--- src/rtl/core_params.svh ---
`ifndef CORE_PARAMS_SVH
`define CORE_PARAMS_SVH

`define CORE_DATA_W      32
`define CORE_REG_N       32
`define CORE_MULT_STEPS  32

// Primary opcodes
`define CORE_OP_RTYPE    6'h00
`define CORE_OP_ADDI     6'h08
`define CORE_OP_ANDI     6'h0c
`define CORE_OP_ORI      6'h0d

// R-type funct codes
`define CORE_FN_ADD      6'h20
`define CORE_FN_SUB      6'h22
`define CORE_FN_AND      6'h24
`define CORE_FN_OR       6'h25
`define CORE_FN_SLT      6'h2a
`define CORE_FN_MULT     6'h18
`define CORE_FN_MULTU    6'h19
`define CORE_FN_MFHI     6'h10
`define CORE_FN_MFLO     6'h12

`endif

--- src/rtl/corePkg.sv ---
`include "core_params.svh"

package corePkg;

    typedef logic [`CORE_DATA_W-1:0] dataWord;
    typedef logic [$clog2(`CORE_REG_N)-1:0] regIdx;
    typedef logic [2:0] aluOp;
    typedef logic [1:0] wbSel;

    typedef enum logic [1:0] {
        stIdle,
        stRun,
        stDone
    } multState;

    // ALU operation codes
    localparam aluOp aluAdd = 3'd0;
    localparam aluOp aluSub = 3'd1;
    localparam aluOp aluAnd = 3'd2;
    localparam aluOp aluOr  = 3'd3;
    localparam aluOp aluSlt = 3'd4;

    // Writeback value source
    localparam wbSel wbAlu = 2'd0;
    localparam wbSel wbLo  = 2'd1;
    localparam wbSel wbHi  = 2'd2;

endpackage

--- src/rtl/aluUnit.sv ---
module aluUnit (
    input  corePkg::dataWord a,
    input  corePkg::dataWord b,
    input  corePkg::aluOp    op,
    output corePkg::dataWord y
);
    import corePkg::*;

    logic lessThan;

    // Signed compare for slt
    assign lessThan = $signed(a) < $signed(b);

    always_comb begin
        case (op)
            aluAdd:  y = a + b;
            aluSub:  y = a - b;
            aluAnd:  y = a & b;
            aluOr:   y = a | b;
            aluSlt:  y = dataWord'(lessThan);
            default: y = '0;
        endcase
    end

endmodule

--- src/rtl/seqMultiplier.sv ---
`include "core_params.svh"

module seqMultiplier (
    input  logic             clk,
    input  logic             rst,
    input  logic             start,
    input  logic             signedMode,
    input  corePkg::dataWord srcA,
    input  corePkg::dataWord srcB,
    output corePkg::dataWord hi,
    output corePkg::dataWord lo,
    output logic             busy,
    output logic             done
);
    import corePkg::*;

    localparam int cntW = $clog2(`CORE_MULT_STEPS);
    localparam int msb  = `CORE_DATA_W - 1;

    multState                  state;
    logic [cntW-1:0]           count;
    dataWord                   magA;
    dataWord                   magB;
    dataWord                   mcand;
    dataWord                   accHi;
    dataWord                   accLo;
    logic                      negRes;
    logic [`CORE_DATA_W:0]     sum;
    logic [2*`CORE_DATA_W-1:0] prod;

    // Work on magnitudes, fix the sign at the end
    assign magA = (signedMode && srcA[msb]) ? -srcA : srcA;
    assign magB = (signedMode && srcB[msb]) ? -srcB : srcB;

    // One multiplier bit per cycle, LSB first
    assign sum  = {1'b0, accHi} + (accLo[0] ? {1'b0, mcand} : '0);
    assign prod = {sum, accLo[msb:1]};

    assign busy = (state == stRun) || (state == stIdle && start);
    assign done = (state == stDone);

    always_ff @(posedge clk or posedge rst) begin
        if (rst) begin
            state <= stIdle;
            count <= '0;
        end else begin
            case (state)
                stIdle: begin
                    if (start) begin
                        state <= stRun;
                        count <= cntW'(`CORE_MULT_STEPS - 1);
                    end
                end
                stRun: begin
                    if (count == '0) begin
                        state <= stDone;
                    end else begin
                        count <= count - 1'b1;
                    end
                end
                default: state <= stIdle;
            endcase
        end
    end

    always_ff @(posedge clk) begin
        if (state == stIdle && start) begin
            mcand  <= magA;
            accHi  <= '0;
            accLo  <= magB;
            negRes <= signedMode && (srcA[msb] ^ srcB[msb]);
        end else if (state == stRun) begin
            {accHi, accLo} <= prod;
        end
    end

    // HI/LO change only when a multiply finishes
    always_ff @(posedge clk or posedge rst) begin
        if (rst) begin
            hi <= '0;
            lo <= '0;
        end else if (state == stRun && count == '0) begin
            {hi, lo} <= negRes ? -prod : prod;
        end
    end

endmodule

--- src/rtl/decodeStage.sv ---
`include "core_params.svh"

module decodeStage (
    input  logic             clk,
    input  logic             rst,
    input  corePkg::dataWord instr,
    input  logic             instrValid,
    input  logic             stall,
    input  logic             wrEn,
    input  corePkg::regIdx   wrReg,
    input  corePkg::dataWord wrData,
    output logic             readyD,
    output logic             validD,
    output corePkg::regIdx   rsD,
    output corePkg::regIdx   rtD,
    output corePkg::regIdx   rdD,
    output corePkg::dataWord rd1D,
    output corePkg::dataWord rd2D,
    output corePkg::dataWord immD,
    output corePkg::aluOp    aluOpD,
    output logic             useImmD,
    output logic             regWriteD,
    output logic             multStartD,
    output logic             multSgnD,
    output corePkg::wbSel    wbSelD
);
    import corePkg::*;

    logic       started;
    dataWord    instrReg;
    dataWord    regs [`CORE_REG_N];
    logic [5:0] opcode;
    logic [5:0] funct;

    // Comes up one cycle after reset is released
    always_ff @(posedge clk or posedge rst) begin
        if (rst) begin
            started <= 1'b0;
            validD  <= 1'b0;
        end else begin
            started <= 1'b1;
            if (!stall) begin
                validD <= instrValid && readyD;
            end
        end
    end

    always_ff @(posedge clk) begin
        if (!stall && instrValid) begin
            instrReg <= instr;
        end
    end

    assign readyD = started && !stall;

    assign opcode = instrReg[31:26];
    assign funct  = instrReg[5:0];
    assign rsD    = instrReg[25:21];
    assign rtD    = instrReg[20:16];
    assign rdD    = instrReg[15:11];

    always_comb begin
        aluOpD     = aluAdd;
        useImmD    = 1'b0;
        regWriteD  = 1'b0;
        multStartD = 1'b0;
        multSgnD   = 1'b0;
        wbSelD     = wbAlu;
        immD       = {{(`CORE_DATA_W-16){instrReg[15]}}, instrReg[15:0]};
        case (opcode)
            `CORE_OP_RTYPE: begin
                case (funct)
                    `CORE_FN_ADD:   regWriteD = 1'b1;
                    `CORE_FN_SUB: begin
                        regWriteD = 1'b1;
                        aluOpD    = aluSub;
                    end
                    `CORE_FN_AND: begin
                        regWriteD = 1'b1;
                        aluOpD    = aluAnd;
                    end
                    `CORE_FN_OR: begin
                        regWriteD = 1'b1;
                        aluOpD    = aluOr;
                    end
                    `CORE_FN_SLT: begin
                        regWriteD = 1'b1;
                        aluOpD    = aluSlt;
                    end
                    `CORE_FN_MULT: begin
                        multStartD = 1'b1;
                        multSgnD   = 1'b1;
                    end
                    `CORE_FN_MULTU: multStartD = 1'b1;
                    `CORE_FN_MFHI: begin
                        regWriteD = 1'b1;
                        wbSelD    = wbHi;
                    end
                    `CORE_FN_MFLO: begin
                        regWriteD = 1'b1;
                        wbSelD    = wbLo;
                    end
                    default: ;
                endcase
            end
            `CORE_OP_ADDI: begin
                regWriteD = 1'b1;
                useImmD   = 1'b1;
            end
            `CORE_OP_ANDI: begin
                regWriteD = 1'b1;
                useImmD   = 1'b1;
                aluOpD    = aluAnd;
                immD      = {{(`CORE_DATA_W-16){1'b0}}, instrReg[15:0]};
            end
            `CORE_OP_ORI: begin
                regWriteD = 1'b1;
                useImmD   = 1'b1;
                aluOpD    = aluOr;
                immD      = {{(`CORE_DATA_W-16){1'b0}}, instrReg[15:0]};
            end
            default: ;
        endcase
    end

    // Register file, r0 never written
    always_ff @(posedge clk or posedge rst) begin
        if (rst) begin
            for (int i = 0; i < `CORE_REG_N; i++) begin
                regs[i] <= '0;
            end
        end else if (wrEn) begin
            regs[wrReg] <= wrData;
        end
    end

    // Write-through so a same-cycle write is seen
    assign rd1D = (wrEn && wrReg == rsD && rsD != '0) ? wrData : regs[rsD];
    assign rd2D = (wrEn && wrReg == rtD && rtD != '0) ? wrData : regs[rtD];

endmodule

--- src/rtl/hazardControl.sv ---
module hazardControl (
    input  corePkg::regIdx rsE,
    input  corePkg::regIdx rtE,
    input  logic           regWriteW,
    input  corePkg::regIdx destW,
    input  logic           multBusy,
    input  logic           multDone,
    output logic           forwardA,
    output logic           forwardB,
    output logic           stall,
    output logic           flushE
);

    logic fwdValid;

    // Result stage is the only forwarding source
    assign fwdValid = regWriteW && (destW != '0);
    assign forwardA = fwdValid && (destW == rsE);
    assign forwardB = fwdValid && (destW == rtE);

    // Hold decode and execute until the multiply has retired
    assign stall = multBusy || multDone;

    // Finished multiply leaves execute as a bubble
    // while decode is still held
    assign flushE = multDone;

endmodule

--- src/rtl/executeStage.sv ---
module executeStage (
    input  logic             clk,
    input  logic             rst,
    input  logic             validD,
    input  corePkg::regIdx   rsD,
    input  corePkg::regIdx   rtD,
    input  corePkg::regIdx   rdD,
    input  corePkg::dataWord rd1D,
    input  corePkg::dataWord rd2D,
    input  corePkg::dataWord immD,
    input  corePkg::aluOp    aluOpD,
    input  logic             useImmD,
    input  logic             regWriteD,
    input  logic             multStartD,
    input  logic             multSgnD,
    input  corePkg::wbSel    wbSelD,
    input  logic             stall,
    input  logic             flushE,
    input  logic             forwardA,
    input  logic             forwardB,
    input  corePkg::dataWord resultW,
    output corePkg::regIdx   rsE,
    output corePkg::regIdx   rtE,
    output corePkg::regIdx   destE,
    output logic             regWriteE,
    output corePkg::dataWord valueE,
    output logic             multBusy,
    output logic             multDone
);
    import corePkg::*;

    logic    multStartE;
    logic    multSgnE;
    logic    useImmE;
    regIdx   rdE;
    dataWord rd1E;
    dataWord rd2E;
    dataWord immE;
    aluOp    aluOpE;
    wbSel    wbSelE;
    dataWord srcA;
    dataWord fwdB;
    dataWord srcB;
    dataWord aluY;
    dataWord hi;
    dataWord lo;

    always_ff @(posedge clk or posedge rst) begin
        if (rst) begin
            regWriteE  <= 1'b0;
            multStartE <= 1'b0;
        end else if (flushE) begin
            regWriteE  <= 1'b0;
            multStartE <= 1'b0;
        end else if (!stall) begin
            regWriteE  <= validD && regWriteD;
            multStartE <= validD && multStartD;
        end
    end

    always_ff @(posedge clk) begin
        if (!stall) begin
            rsE      <= rsD;
            rtE      <= rtD;
            rdE      <= rdD;
            rd1E     <= rd1D;
            rd2E     <= rd2D;
            immE     <= immD;
            aluOpE   <= aluOpD;
            useImmE  <= useImmD;
            multSgnE <= multSgnD;
            wbSelE   <= wbSelD;
        end
    end

    assign srcA  = forwardA ? resultW : rd1E;
    assign fwdB  = forwardB ? resultW : rd2E;
    assign srcB  = useImmE ? immE : fwdB;
    // I-type writes rt
    assign destE = useImmE ? rtE : rdE;

    aluUnit i_aluUnit (
        .a  (srcA),
        .b  (srcB),
        .op (aluOpE),
        .y  (aluY)
    );

    seqMultiplier i_seqMultiplier (
        .clk        (clk),
        .rst        (rst),
        .start      (multStartE),
        .signedMode (multSgnE),
        .srcA       (srcA),
        .srcB       (fwdB),
        .hi         (hi),
        .lo         (lo),
        .busy       (multBusy),
        .done       (multDone)
    );

    always_comb begin
        case (wbSelE)
            wbLo:    valueE = lo;
            wbHi:    valueE = hi;
            default: valueE = aluY;
        endcase
    end

endmodule

--- src/rtl/resultStage.sv ---
module resultStage (
    input  logic             clk,
    input  logic             rst,
    input  logic             regWriteE,
    input  corePkg::regIdx   destE,
    input  corePkg::dataWord valueE,
    output logic             wrEn,
    output corePkg::regIdx   wrReg,
    output corePkg::dataWord wrData,
    output logic             commitValid,
    output corePkg::regIdx   commitReg,
    output corePkg::dataWord commitData
);
    import corePkg::*;

    logic    validR;
    regIdx   destR;
    dataWord valueR;

    // r0 writes are dropped here
    always_ff @(posedge clk or posedge rst) begin
        if (rst) begin
            validR <= 1'b0;
        end else begin
            validR <= regWriteE && (destE != '0);
        end
    end

    always_ff @(posedge clk) begin
        destR  <= destE;
        valueR <= valueE;
    end

    assign wrEn        = validR;
    assign wrReg       = destR;
    assign wrData      = valueR;
    assign commitValid = validR;
    assign commitReg   = destR;
    assign commitData  = valueR;

endmodule

--- src/rtl/execCoreTop.sv ---
module execCoreTop (
    input  logic             clk,
    input  logic             rst,
    input  corePkg::dataWord instr,
    input  logic             instrValid,
    output logic             ready,
    output logic             commitValid,
    output corePkg::regIdx   commitReg,
    output corePkg::dataWord commitData
);
    import corePkg::*;

    logic    validD;
    regIdx   rsD;
    regIdx   rtD;
    regIdx   rdD;
    dataWord rd1D;
    dataWord rd2D;
    dataWord immD;
    aluOp    aluOpD;
    logic    useImmD;
    logic    regWriteD;
    logic    multStartD;
    logic    multSgnD;
    wbSel    wbSelD;
    logic    stall;
    logic    flushE;
    logic    forwardA;
    logic    forwardB;
    regIdx   rsE;
    regIdx   rtE;
    regIdx   destE;
    logic    regWriteE;
    dataWord valueE;
    logic    multBusy;
    logic    multDone;
    logic    wrEn;
    regIdx   wrReg;
    dataWord wrData;

    decodeStage i_decodeStage (
        .clk        (clk),
        .rst        (rst),
        .instr      (instr),
        .instrValid (instrValid),
        .stall      (stall),
        .wrEn       (wrEn),
        .wrReg      (wrReg),
        .wrData     (wrData),
        .readyD     (ready),
        .validD     (validD),
        .rsD        (rsD),
        .rtD        (rtD),
        .rdD        (rdD),
        .rd1D       (rd1D),
        .rd2D       (rd2D),
        .immD       (immD),
        .aluOpD     (aluOpD),
        .useImmD    (useImmD),
        .regWriteD  (regWriteD),
        .multStartD (multStartD),
        .multSgnD   (multSgnD),
        .wbSelD     (wbSelD)
    );

    hazardControl i_hazardControl (
        .rsE       (rsE),
        .rtE       (rtE),
        .regWriteW (wrEn),
        .destW     (wrReg),
        .multBusy  (multBusy),
        .multDone  (multDone),
        .forwardA  (forwardA),
        .forwardB  (forwardB),
        .stall     (stall),
        .flushE    (flushE)
    );

    executeStage i_executeStage (
        .clk        (clk),
        .rst        (rst),
        .validD     (validD),
        .rsD        (rsD),
        .rtD        (rtD),
        .rdD        (rdD),
        .rd1D       (rd1D),
        .rd2D       (rd2D),
        .immD       (immD),
        .aluOpD     (aluOpD),
        .useImmD    (useImmD),
        .regWriteD  (regWriteD),
        .multStartD (multStartD),
        .multSgnD   (multSgnD),
        .wbSelD     (wbSelD),
        .stall      (stall),
        .flushE     (flushE),
        .forwardA   (forwardA),
        .forwardB   (forwardB),
        .resultW    (wrData),
        .rsE        (rsE),
        .rtE        (rtE),
        .destE      (destE),
        .regWriteE  (regWriteE),
        .valueE     (valueE),
        .multBusy   (multBusy),
        .multDone   (multDone)
    );

    resultStage i_resultStage (
        .clk         (clk),
        .rst         (rst),
        .regWriteE   (regWriteE),
        .destE       (destE),
        .valueE      (valueE),
        .wrEn        (wrEn),
        .wrReg       (wrReg),
        .wrData      (wrData),
        .commitValid (commitValid),
        .commitReg   (commitReg),
        .commitData  (commitData)
    );

endmodule

--- config.mk ---
export PLATFORM = sky130hd
export DESIGN_NAME = execCoreTop
export DESIGN_NICKNAME = d
export VERILOG_FILES = /design/src/rtl/corePkg.sv /design/src/rtl/aluUnit.sv /design/src/rtl/seqMultiplier.sv /design/src/rtl/decodeStage.sv /design/src/rtl/hazardControl.sv /design/src/rtl/executeStage.sv /design/src/rtl/resultStage.sv /design/src/rtl/execCoreTop.sv
export VERILOG_INCLUDE_DIRS = /design/src /design/src/rtl
export SDC_FILE = /design/constraint.sdc
export NUM_CORES = 2
export LEC_CHECK = 0
export ABC_AREA = 1
export BUFFER_PORTS_ARGS = -buffer_cell sky130_fd_sc_hd__buf_2
export CAP_MARGIN = 15
export CORE_ASPECT_RATIO = 0.9
export CORE_MARGIN = 2
export CORE_UTILIZATION = 35
export DETAILED_ROUTE_END_ITERATION = 10
export PLACE_DENSITY = 0.49
export SLEW_MARGIN = 20
export SYNTH_ARGS = -nofsm -noshare
export SYNTH_HDL_FRONTEND = slang
export SYNTH_SLANG_ARGS = --single-unit
--- constraint.sdc ---
create_clock -name clk -period 44.1 [get_ports clk]
set_clock_uncertainty 0.1 [all_clocks]
set_input_delay 4.41 -clock clk [delete_from_list [all_inputs] [get_ports clk]]
set_output_delay 4.41 -clock clk [all_outputs]
set_load 0.01 [all_outputs]
# After elaboration in Yosys (flattened, before gate mapping)
# Index checks and enable logic that the tools add are counted.
# totals
regBits,1369
in_bits,35
output_inout_bits,39
elab_cells,185
# op_classes
addsub,7
order_cmp,5
n_eq_ne,28
muxes,42
bitwise,6
n_reduce_logical,38
# op_table
operator,count
$bwmux W1024,1
$mux W32,15
$bmux W32 S5,2
$demux W32 S5,1
$pmux W32 S5,1
$mux W64,1
$neg A32 Y32,2
$neg A64 Y64,1
$pmux W32 S2,1
$add A32 B32 Y33,1
$add A32 B32 Y32,1
$and A32 B32 Y32,1
$lt A32 B32 Y1,1
$or A32 B32 Y32,1
$sub A32 B32 Y32,1
$eq A6 B6 Y1 const B,5
$eq A6 B5 Y1 const B,4
$eq A5 B5 Y1,4
$reduce_bool A5 Y1,4
$logic_and A1 B1 Y1,19
$eq A6 B4 Y1 const B,3
$ge A6 B6 Y1 const B,3
$not A5 Y6,3
$mux W5,3
29 further kinds,47

# Logic depth before layout (Yosys ltp)
# depth
depth_word,8
depth_mapped,31
mapped_depth_nobuf,29

# Modules after synthesis
# From an unflattened synthesis, not the netlist that was laid out.
# hier_totals
cells_unflattened,12255
area_unflattened_um2,83918.0
# modules_own_cells
module,instances,cells_per_inst,area_each_um2
decodeStage,1,8514,58516.1
seqMultiplier,1,1762,12036.5
executeStage,1,697,6055.8
aluUnit,1,1148,6018.3
resultStage,1,83,1078.5
hazardControl,1,51,212.7

# Least setup slack after synthesis
# No wires, ideal clock.
# synth_path
kind,register -> output
from,register i_executeStage.i_seqMultiplier.state[0]
to,output ready
arrival_ns,7.245
required_ns,39.590
slack_ns,32.345
path_stages_with_launch,8
path_cell_list,dfrtp_1 inv_1 nor2_1 nor2_1 inv_1 a21oi_1 inv_1 nor2_1
# synth_between
elab_chain_len,6
word_cells_on_any_way,8
cone_classes,eq/ne (2); reduce/logical (6)
# synth_lines
item,line,source
start: declaration,seqMultiplier.sv:20,multState state;
start signal: assignment,seqMultiplier.sv:44,state <= stIdle;
start signal: assignment,seqMultiplier.sv:50,state <= stRun;
start signal: assignment,seqMultiplier.sv:56,state <= stDone;
$logic_not A2 Y1,seqMultiplier.sv:39,assign busy = (state == stRun) || (state == stIdle && start);
$logic_and A1 B1 Y1,seqMultiplier.sv:39,
$logic_or A1 B1 Y1 *,seqMultiplier.sv:39,
named net i_executeStage.i_seqMultiplier.busy,seqMultiplier.sv:12,"output logic busy,"
$logic_or A1 B1 Y1 *,hazardControl.sv:22,assign stall = multBusy || multDone;
$logic_not A1 Y1 *,-,
$logic_and A1 B1 Y1 *,decodeStage.sv:54,assign readyD = started && !stall;
end: declaration,execCoreTop.sv:6,"output logic ready,"
# Mark *: on every way through the listed nets, which the timed path passes. The rest lies on a longest branch.

# Worst setup path in the final report
# Same ends and word-level chain as after synthesis.

==> implementation parameters <==
Parameter                              Value

Status
  Result of the run ... finished clean

Synthesis
  Sequential element share of the synthesized area ... 43.7%
  Synth async-reset ratio ... 80.6%
  Synthesized area ... 0.0796 mm²
  Average instance area after synthesis ... ~7.2 µm²
  Number of enable-type register cells in the synthesized netlist ... 195
  Post-synthesis cell count ... 11003
  Syn_nets ... 11176
  Synthesis warning total ... 0
  Distinct cell type count of the synthesized netlist ... a little over 60
  Synthesis-stage register bit count ... 1364
  Predominant post-synthesis flop cell ... sky130_fd_sc_hd__dfrtp_1

Placed design
  Placed cell area ... 0.0823 mm²
  Weighted congestion reported at the end of routability-driven placement ... 0.989
  Detailed placer's ending HPWL ... 222000 µm
  Quantity of I/O buffers inserted on ports ... 73
  Pre-CTS setup slack ... 35290 ps

Worst setup path
  Family of cells with the greatest summed delay on the critical path ... buffers and inverters
  Crit path required time ... 39590 ps
  Maximum fanout along the worst path ... 34
  Sequence of cells on the critical path ... inv_1 > nor2_1 > nor2_2 > buf_4 > inv_1 > a21oi_4 > inv_1 > nor2_1 > buf_2
  Worst setup path category ... reg -> out
  Arrival time worst endpoint ... 3320 ps
  Worst path buffer plus inverter count ... 5
  Startpoint of the most critical register-to-register path ... i_resultStage.commitReg[3]
  Maximum cell stage delay along the critical path ... ~610 ps
  Critical Path Slowest Stage Cell ... sky130_fd_sc_hd__nor2_1
  Library cell appearing most often on the critical path ... sky130_fd_sc_hd__inv_1
  Critical Path Source Type ... flip-flop
  First element of the critical path ... i_executeStage.i_seqMultiplier.state[0]
  Path depth of the worst reg2reg path ... 25
  End of the critical path ... ready
  R2R setup slack ... ~38000 ps
  End of the worst register-to-register path ... i_resultStage.commitData[18]
  Crit path depth ... 9
  Setup crit end kind ... output port

Worst hold path
  Worst hold path class ... reg -> reg
  Cell depth of the worst min-delay path ... 0

Floorplanning
  Core Footprint ... 0.227 mm²
  Total Die Area ... 0.231 mm²
  Number of placed I/O pins ... 74
  Initial standard-cell utilization of the core ... 35.1%
  Die X ... 507 µm
  Die Span Y ... 456 µm
  Number of placement rows ... 166

Power and ir drop
  Switching share of power ... between 40% and 50%
  Leakage power of the design ... 38.9 nW
  Comb pwr share ... 32.0%
  Share of power burned in registers ... 35.6%
  Worst vdd rail ir drop ... about 0.038 mV
  Switching power summed over all nets ... 1.68 mW
  Proportion of power drawn by the clock network ... 32.4%
  PnR Total Power ... 4.16 mW
  Internal Dissipation ... between 2 and 2.5 mW
  Power density over the cells ... 47.6 mW/mm²

GRT
  Total GRT Usage ... about 30%
  Via count of the first global-routing pass ... 74495
  Final global-route overflow total ... 0
  GR Util met3 ... under 10%
  Largest net degree at the start of global routing ... 162
  Number of antenna violations at the first check in global routing ... 22
  Global-route layer with the greatest usage ... met1
  Global routing met2 resource utilization ... 43.0%
  Met1 GRT Util ... a little under half
  Global-route wire length before repair ... 526000 µm

Job
  Count of max-cap constraint violations ... 0

CTS
  Source-to-sink clock delay at the later pin of the worst-skew pair ... 840 ps
  Bufs on Longest Clock Path ... 3
  H-Tree Level Count ... 4
  Clock transition at the registers of the reported paths ... around 60 ps
  Number of buffers inserted by hold repair at cts ... 0
  Clock root buffer ... sky130_fd_sc_hd__clkbuf_16
  Post-CTS setup buffer count ... 0
  Sinks on Clock Net ... ~1400
  TritonCTS clock tree ... yes
  Number of CTS-inserted buffers ... ~160
  Number of instances resized during post-cts repair ... 0

Drt
  DRC violation total after the first TritonRoute iteration ... 10326
  Total via count in the routed design ... 80265
  Routed length per placed instance ... 26.4 µm
  Number of detailed-route iterations in the first pass ... 6
  Final routed wirelength across all metal layers ... 362000 µm
  Final routed DRC violation total ... 0
  Remaining number of nets flagged by the antenna check after routing ... 0
  Vias/cell ... slightly below 6

Timing
  Number of endpoints failing setup at the final stage ... 0
  Relative max-transition margin ... 20.1%
  Final max-slew violation count ... 0
  Final hold violation count ... 0
  Peak Freq ... 128 MHz
  Slew of the pin with the lowest slew margin ... around 1200 ps
  RSZ-0062 raised after global routing ... no
  Fin crit share ... roughly 18%
  Aggregate negative setup slack ... 0 ps
  Crit path time final ... 7830 ps
  Worst setup slack after layout ... 36270 ps

Finish
  Layout Cell Area excl Fill ... 0.0875 mm²
  Footprint of the flip-flops and latches ... 0.0348 mm²
  Total area of multi-input combinational cells ... a little under 0.04 mm²
  Ratio of cells with drive above 1 in the final layout ... slightly below 6%
  Filler cell count in the final layout ... 23556
  Fin util ... 38.6%
  Post-synthesis to final-layout area growth ... 9.94%
  NumNets Final ... around 11000
placed cells by master, fill, tap and decap left out, types with 27 or more instances in the layout:
master,Yosys,layout
sky130_fd_sc_hd__a21oi_1,220,219
sky130_fd_sc_hd__buf_4,7,166
sky130_fd_sc_hd__nand3_1,327,325
sky130_fd_sc_hd__o21ai_0,2503,2503
sky130_fd_sc_hd__o22ai_1,570,570
sky130_fd_sc_hd__dfxtp_1,69,69
sky130_fd_sc_hd__nand2_4,2,31
sky130_fd_sc_hd__nand4_1,40,40
sky130_fd_sc_hd__clkbuf_8,0,32
sky130_fd_sc_hd__nor2_1,1735,1730
sky130_fd_sc_hd__o21ai_2,27,27
sky130_fd_sc_hd__clkbuf_1,789,37
sky130_fd_sc_hd__o21ai_1,36,36
sky130_fd_sc_hd__inv_1,571,554
sky130_fd_sc_hd__o221ai_1,69,69
sky130_fd_sc_hd__xor2_1,68,68
sky130_fd_sc_hd__edfxtp_1,195,195
sky130_fd_sc_hd__nor3_1,42,40
sky130_fd_sc_hd__ha_1,135,134
sky130_fd_sc_hd__clkbuf_16,0,161
sky130_fd_sc_hd__a22o_1,29,29
sky130_fd_sc_hd__buf_2,25,73
sky130_fd_sc_hd__nand2_1,2195,2165
sky130_fd_sc_hd__dfrtp_1,1100,1100
Yosys cell counts (3+ instances only):
library cell | n | area [µm²]
sky130_fd_sc_hd__a21o_1 | 12 | 90.1
sky130_fd_sc_hd__o31ai_1 | 18 | 135
sky130_fd_sc_hd__o21ai_2 | 27 | 236
sky130_fd_sc_hd__clkbuf_1 | 789 | 2960
sky130_fd_sc_hd__buf_1 | 26 | 97.6
sky130_fd_sc_hd__o221ai_1 | 69 | 604
sky130_fd_sc_hd__xnor2_1 | 10 | 87.6
sky130_fd_sc_hd__a31oi_1 | 9 | 56.3
sky130_fd_sc_hd__nand2_1 | 2195 | 8240
sky130_fd_sc_hd__o2111ai_1 | 10 | 87.6
sky130_fd_sc_hd__buf_4 | 7 | 52.6
sky130_fd_sc_hd__or2_2 | 13 | 81.3
sky130_fd_sc_hd__a22o_1 | 29 | 254
sky130_fd_sc_hd__buf_2 | 25 | 125
sky130_fd_sc_hd__a21oi_1 | 220 | 1100
sky130_fd_sc_hd__nand4_1 | 40 | 250
sky130_fd_sc_hd__nor2_1 | 1735 | 6510
sky130_fd_sc_hd__nand3_2 | 3 | 30.0
sky130_fd_sc_hd__fa_1 | 3 | 60.1
sky130_fd_sc_hd__o21a_1 | 5 | 37.5
sky130_fd_sc_hd__a21boi_0 | 10 | 75.1
sky130_fd_sc_hd__nor2_4 | 6 | 67.6
sky130_fd_sc_hd__o21ai_0 | 2503 | 12500
sky130_fd_sc_hd__nor4_1 | 11 | 68.8
sky130_fd_sc_hd__nand3b_1 | 6 | 45.0
sky130_fd_sc_hd__o211ai_1 | 15 | 113
sky130_fd_sc_hd__o21ai_4 | 4 | 65.1
sky130_fd_sc_hd__inv_2 | 6 | 22.5
sky130_fd_sc_hd__buf_6 | 10 | 113
sky130_fd_sc_hd__nor2_2 | 7 | 43.8
sky130_fd_sc_hd__nand3_1 | 327 | 1640
sky130_fd_sc_hd__dfrtp_1 | 1100 | 27500
sky130_fd_sc_hd__edfxtp_1 | 195 | 5860
sky130_fd_sc_hd__inv_1 | 571 | 2140
sky130_fd_sc_hd__o32ai_1 | 25 | 219
sky130_fd_sc_hd__o21ai_1 | 36 | 180
sky130_fd_sc_hd__nor3_1 | 42 | 210
sky130_fd_sc_hd__ha_1 | 135 | 1690
sky130_fd_sc_hd__o21bai_1 | 12 | 90.1
sky130_fd_sc_hd__clkinv_1 | 5 | 18.8
sky130_fd_sc_hd__dfxtp_1 | 69 | 1380
sky130_fd_sc_hd__o22ai_1 | 570 | 3570
sky130_fd_sc_hd__xor2_1 | 68 | 596
power by group through the flow:
stage                     logic, mW  registers, mW  clock network (mW)
after floorplan               0.790           1.45                   0
after global placement         1.29           1.50                   0
after detailed placement       1.28           1.50                   0
after CTS                      1.29           1.48                1.37
after global routing           1.43           1.49                1.42
final                          1.33           1.48                1.35
kinds of logic (layout without fill, tap and decap cells):
logic type / Yosys count / count (layout) / share of synthesized area (%)
buf+inv: 1441 / 1117 / 6.97
fa+ha+maj: 138 / 138 / 2.20
other cells: 1 / 13 / 0.00471
flops: 1364 / 1364 / 43.7
xor+xnor: 78 / 78 / 0.858
compound gates: 3581 / 3581 / 24.5
simple gates: 4400 / 4400 / 21.8
worst reg2reg max path: stages, from the launching register on:
cell and delay, ps:
sky130_fd_sc_hd__dfxtp_1 720, sky130_fd_sc_hd__nor2_1 170, sky130_fd_sc_hd__nand3_2 180, sky130_fd_sc_hd__nand2_1 80, sky130_fd_sc_hd__inv_2 500, sky130_fd_sc_hd__nand3_2 150
sky130_fd_sc_hd__buf_4 300, sky130_fd_sc_hd__nand2_1 150, sky130_fd_sc_hd__o21ai_2 160, sky130_fd_sc_hd__o21ai_0 380, sky130_fd_sc_hd__ha_1 320, sky130_fd_sc_hd__inv_1 150
sky130_fd_sc_hd__fa_1 450, sky130_fd_sc_hd__inv_1 60, sky130_fd_sc_hd__nand2_1 70, sky130_fd_sc_hd__o21ai_1 400, sky130_fd_sc_hd__a21boi_0 270, sky130_fd_sc_hd__o21ai_1 620
sky130_fd_sc_hd__nand2_1 160, sky130_fd_sc_hd__nand3b_1 120, sky130_fd_sc_hd__o21ai_0 120, sky130_fd_sc_hd__or2_2 290, sky130_fd_sc_hd__nand3_1 70, sky130_fd_sc_hd__nand3_1 190
sky130_fd_sc_hd__nand2_1 140, sky130_fd_sc_hd__nand2_1 50
metal layers:
metal | wire length (µm) | vias to the layer above
li1 | - | 36279
met1 | 166000 | 39028
met2 | 148000 | 4312
met3 | 35500 | 646
met4 | 13300 | 0
met5 | 0 | -
metrics by stage:
stage	instances	hold WS, ps
after floorplan	11003	300
after detailed placement	13421	313
after global routing	13705	325
after CTS	13702	325
final	13715	323
after global placement	13421	303
state kept, by name (all words and copies together), names as in the netlist, 2 cells and up:
name / count
i_decodeStage.instrReg: 32
i_decodeStage.regs: 1024
i_executeStage.aluOpE: 3
i_executeStage.i_seqMultiplier.accHi: 32
i_executeStage.i_seqMultiplier.accLo: 32
i_executeStage.i_seqMultiplier.count: 5
i_executeStage.i_seqMultiplier.hi: 32
i_executeStage.i_seqMultiplier.lo: 32
i_executeStage.i_seqMultiplier.mcand: 32
i_executeStage.i_seqMultiplier.state: 2
i_executeStage.immE: 17
i_executeStage.rd1E: 32
i_executeStage.rd2E: 32
i_executeStage.rsE: 5
i_executeStage.rtE: 5
i_executeStage.wbSelE: 2
i_resultStage.commitData: 32
i_resultStage.commitReg: 5
worst min-delay path by stage:
stage | end | start | slack (ps)
2_1_floorplan | i_executeStage.immE[10] | i_decodeStage.instrReg[10] | 300
3_3_place_gp | i_executeStage.immE[9] | i_decodeStage.instrReg[9] | 300
3_5_place_dp | i_executeStage.immE[9] | i_decodeStage.instrReg[9] | 310
4_1_cts | i_executeStage.immE[10] | i_decodeStage.instrReg[10] | 320
5_1_grt | i_executeStage.immE[10] | i_decodeStage.instrReg[10] | 320
6_report | i_executeStage.immE[10] | i_decodeStage.instrReg[10] | 320
final cells by class:
| class | count | share of cell area [%] |
|---|---|---|
| diodes | 12 | 0.0343 |
| clock buffers | 230 | 5.27 |
| clock inverters | 51 | 0.648 |
| inverters | 584 | 2.57 |
| multi-input cells | 8198 | 45.3 |
| flip-flops and latches | 1364 | 39.7 |
| well taps | 3024 | 4.32 |
| repair buffers | 252 | 2.15 |
Note: power is estimated with default switching activity, not from simulation.
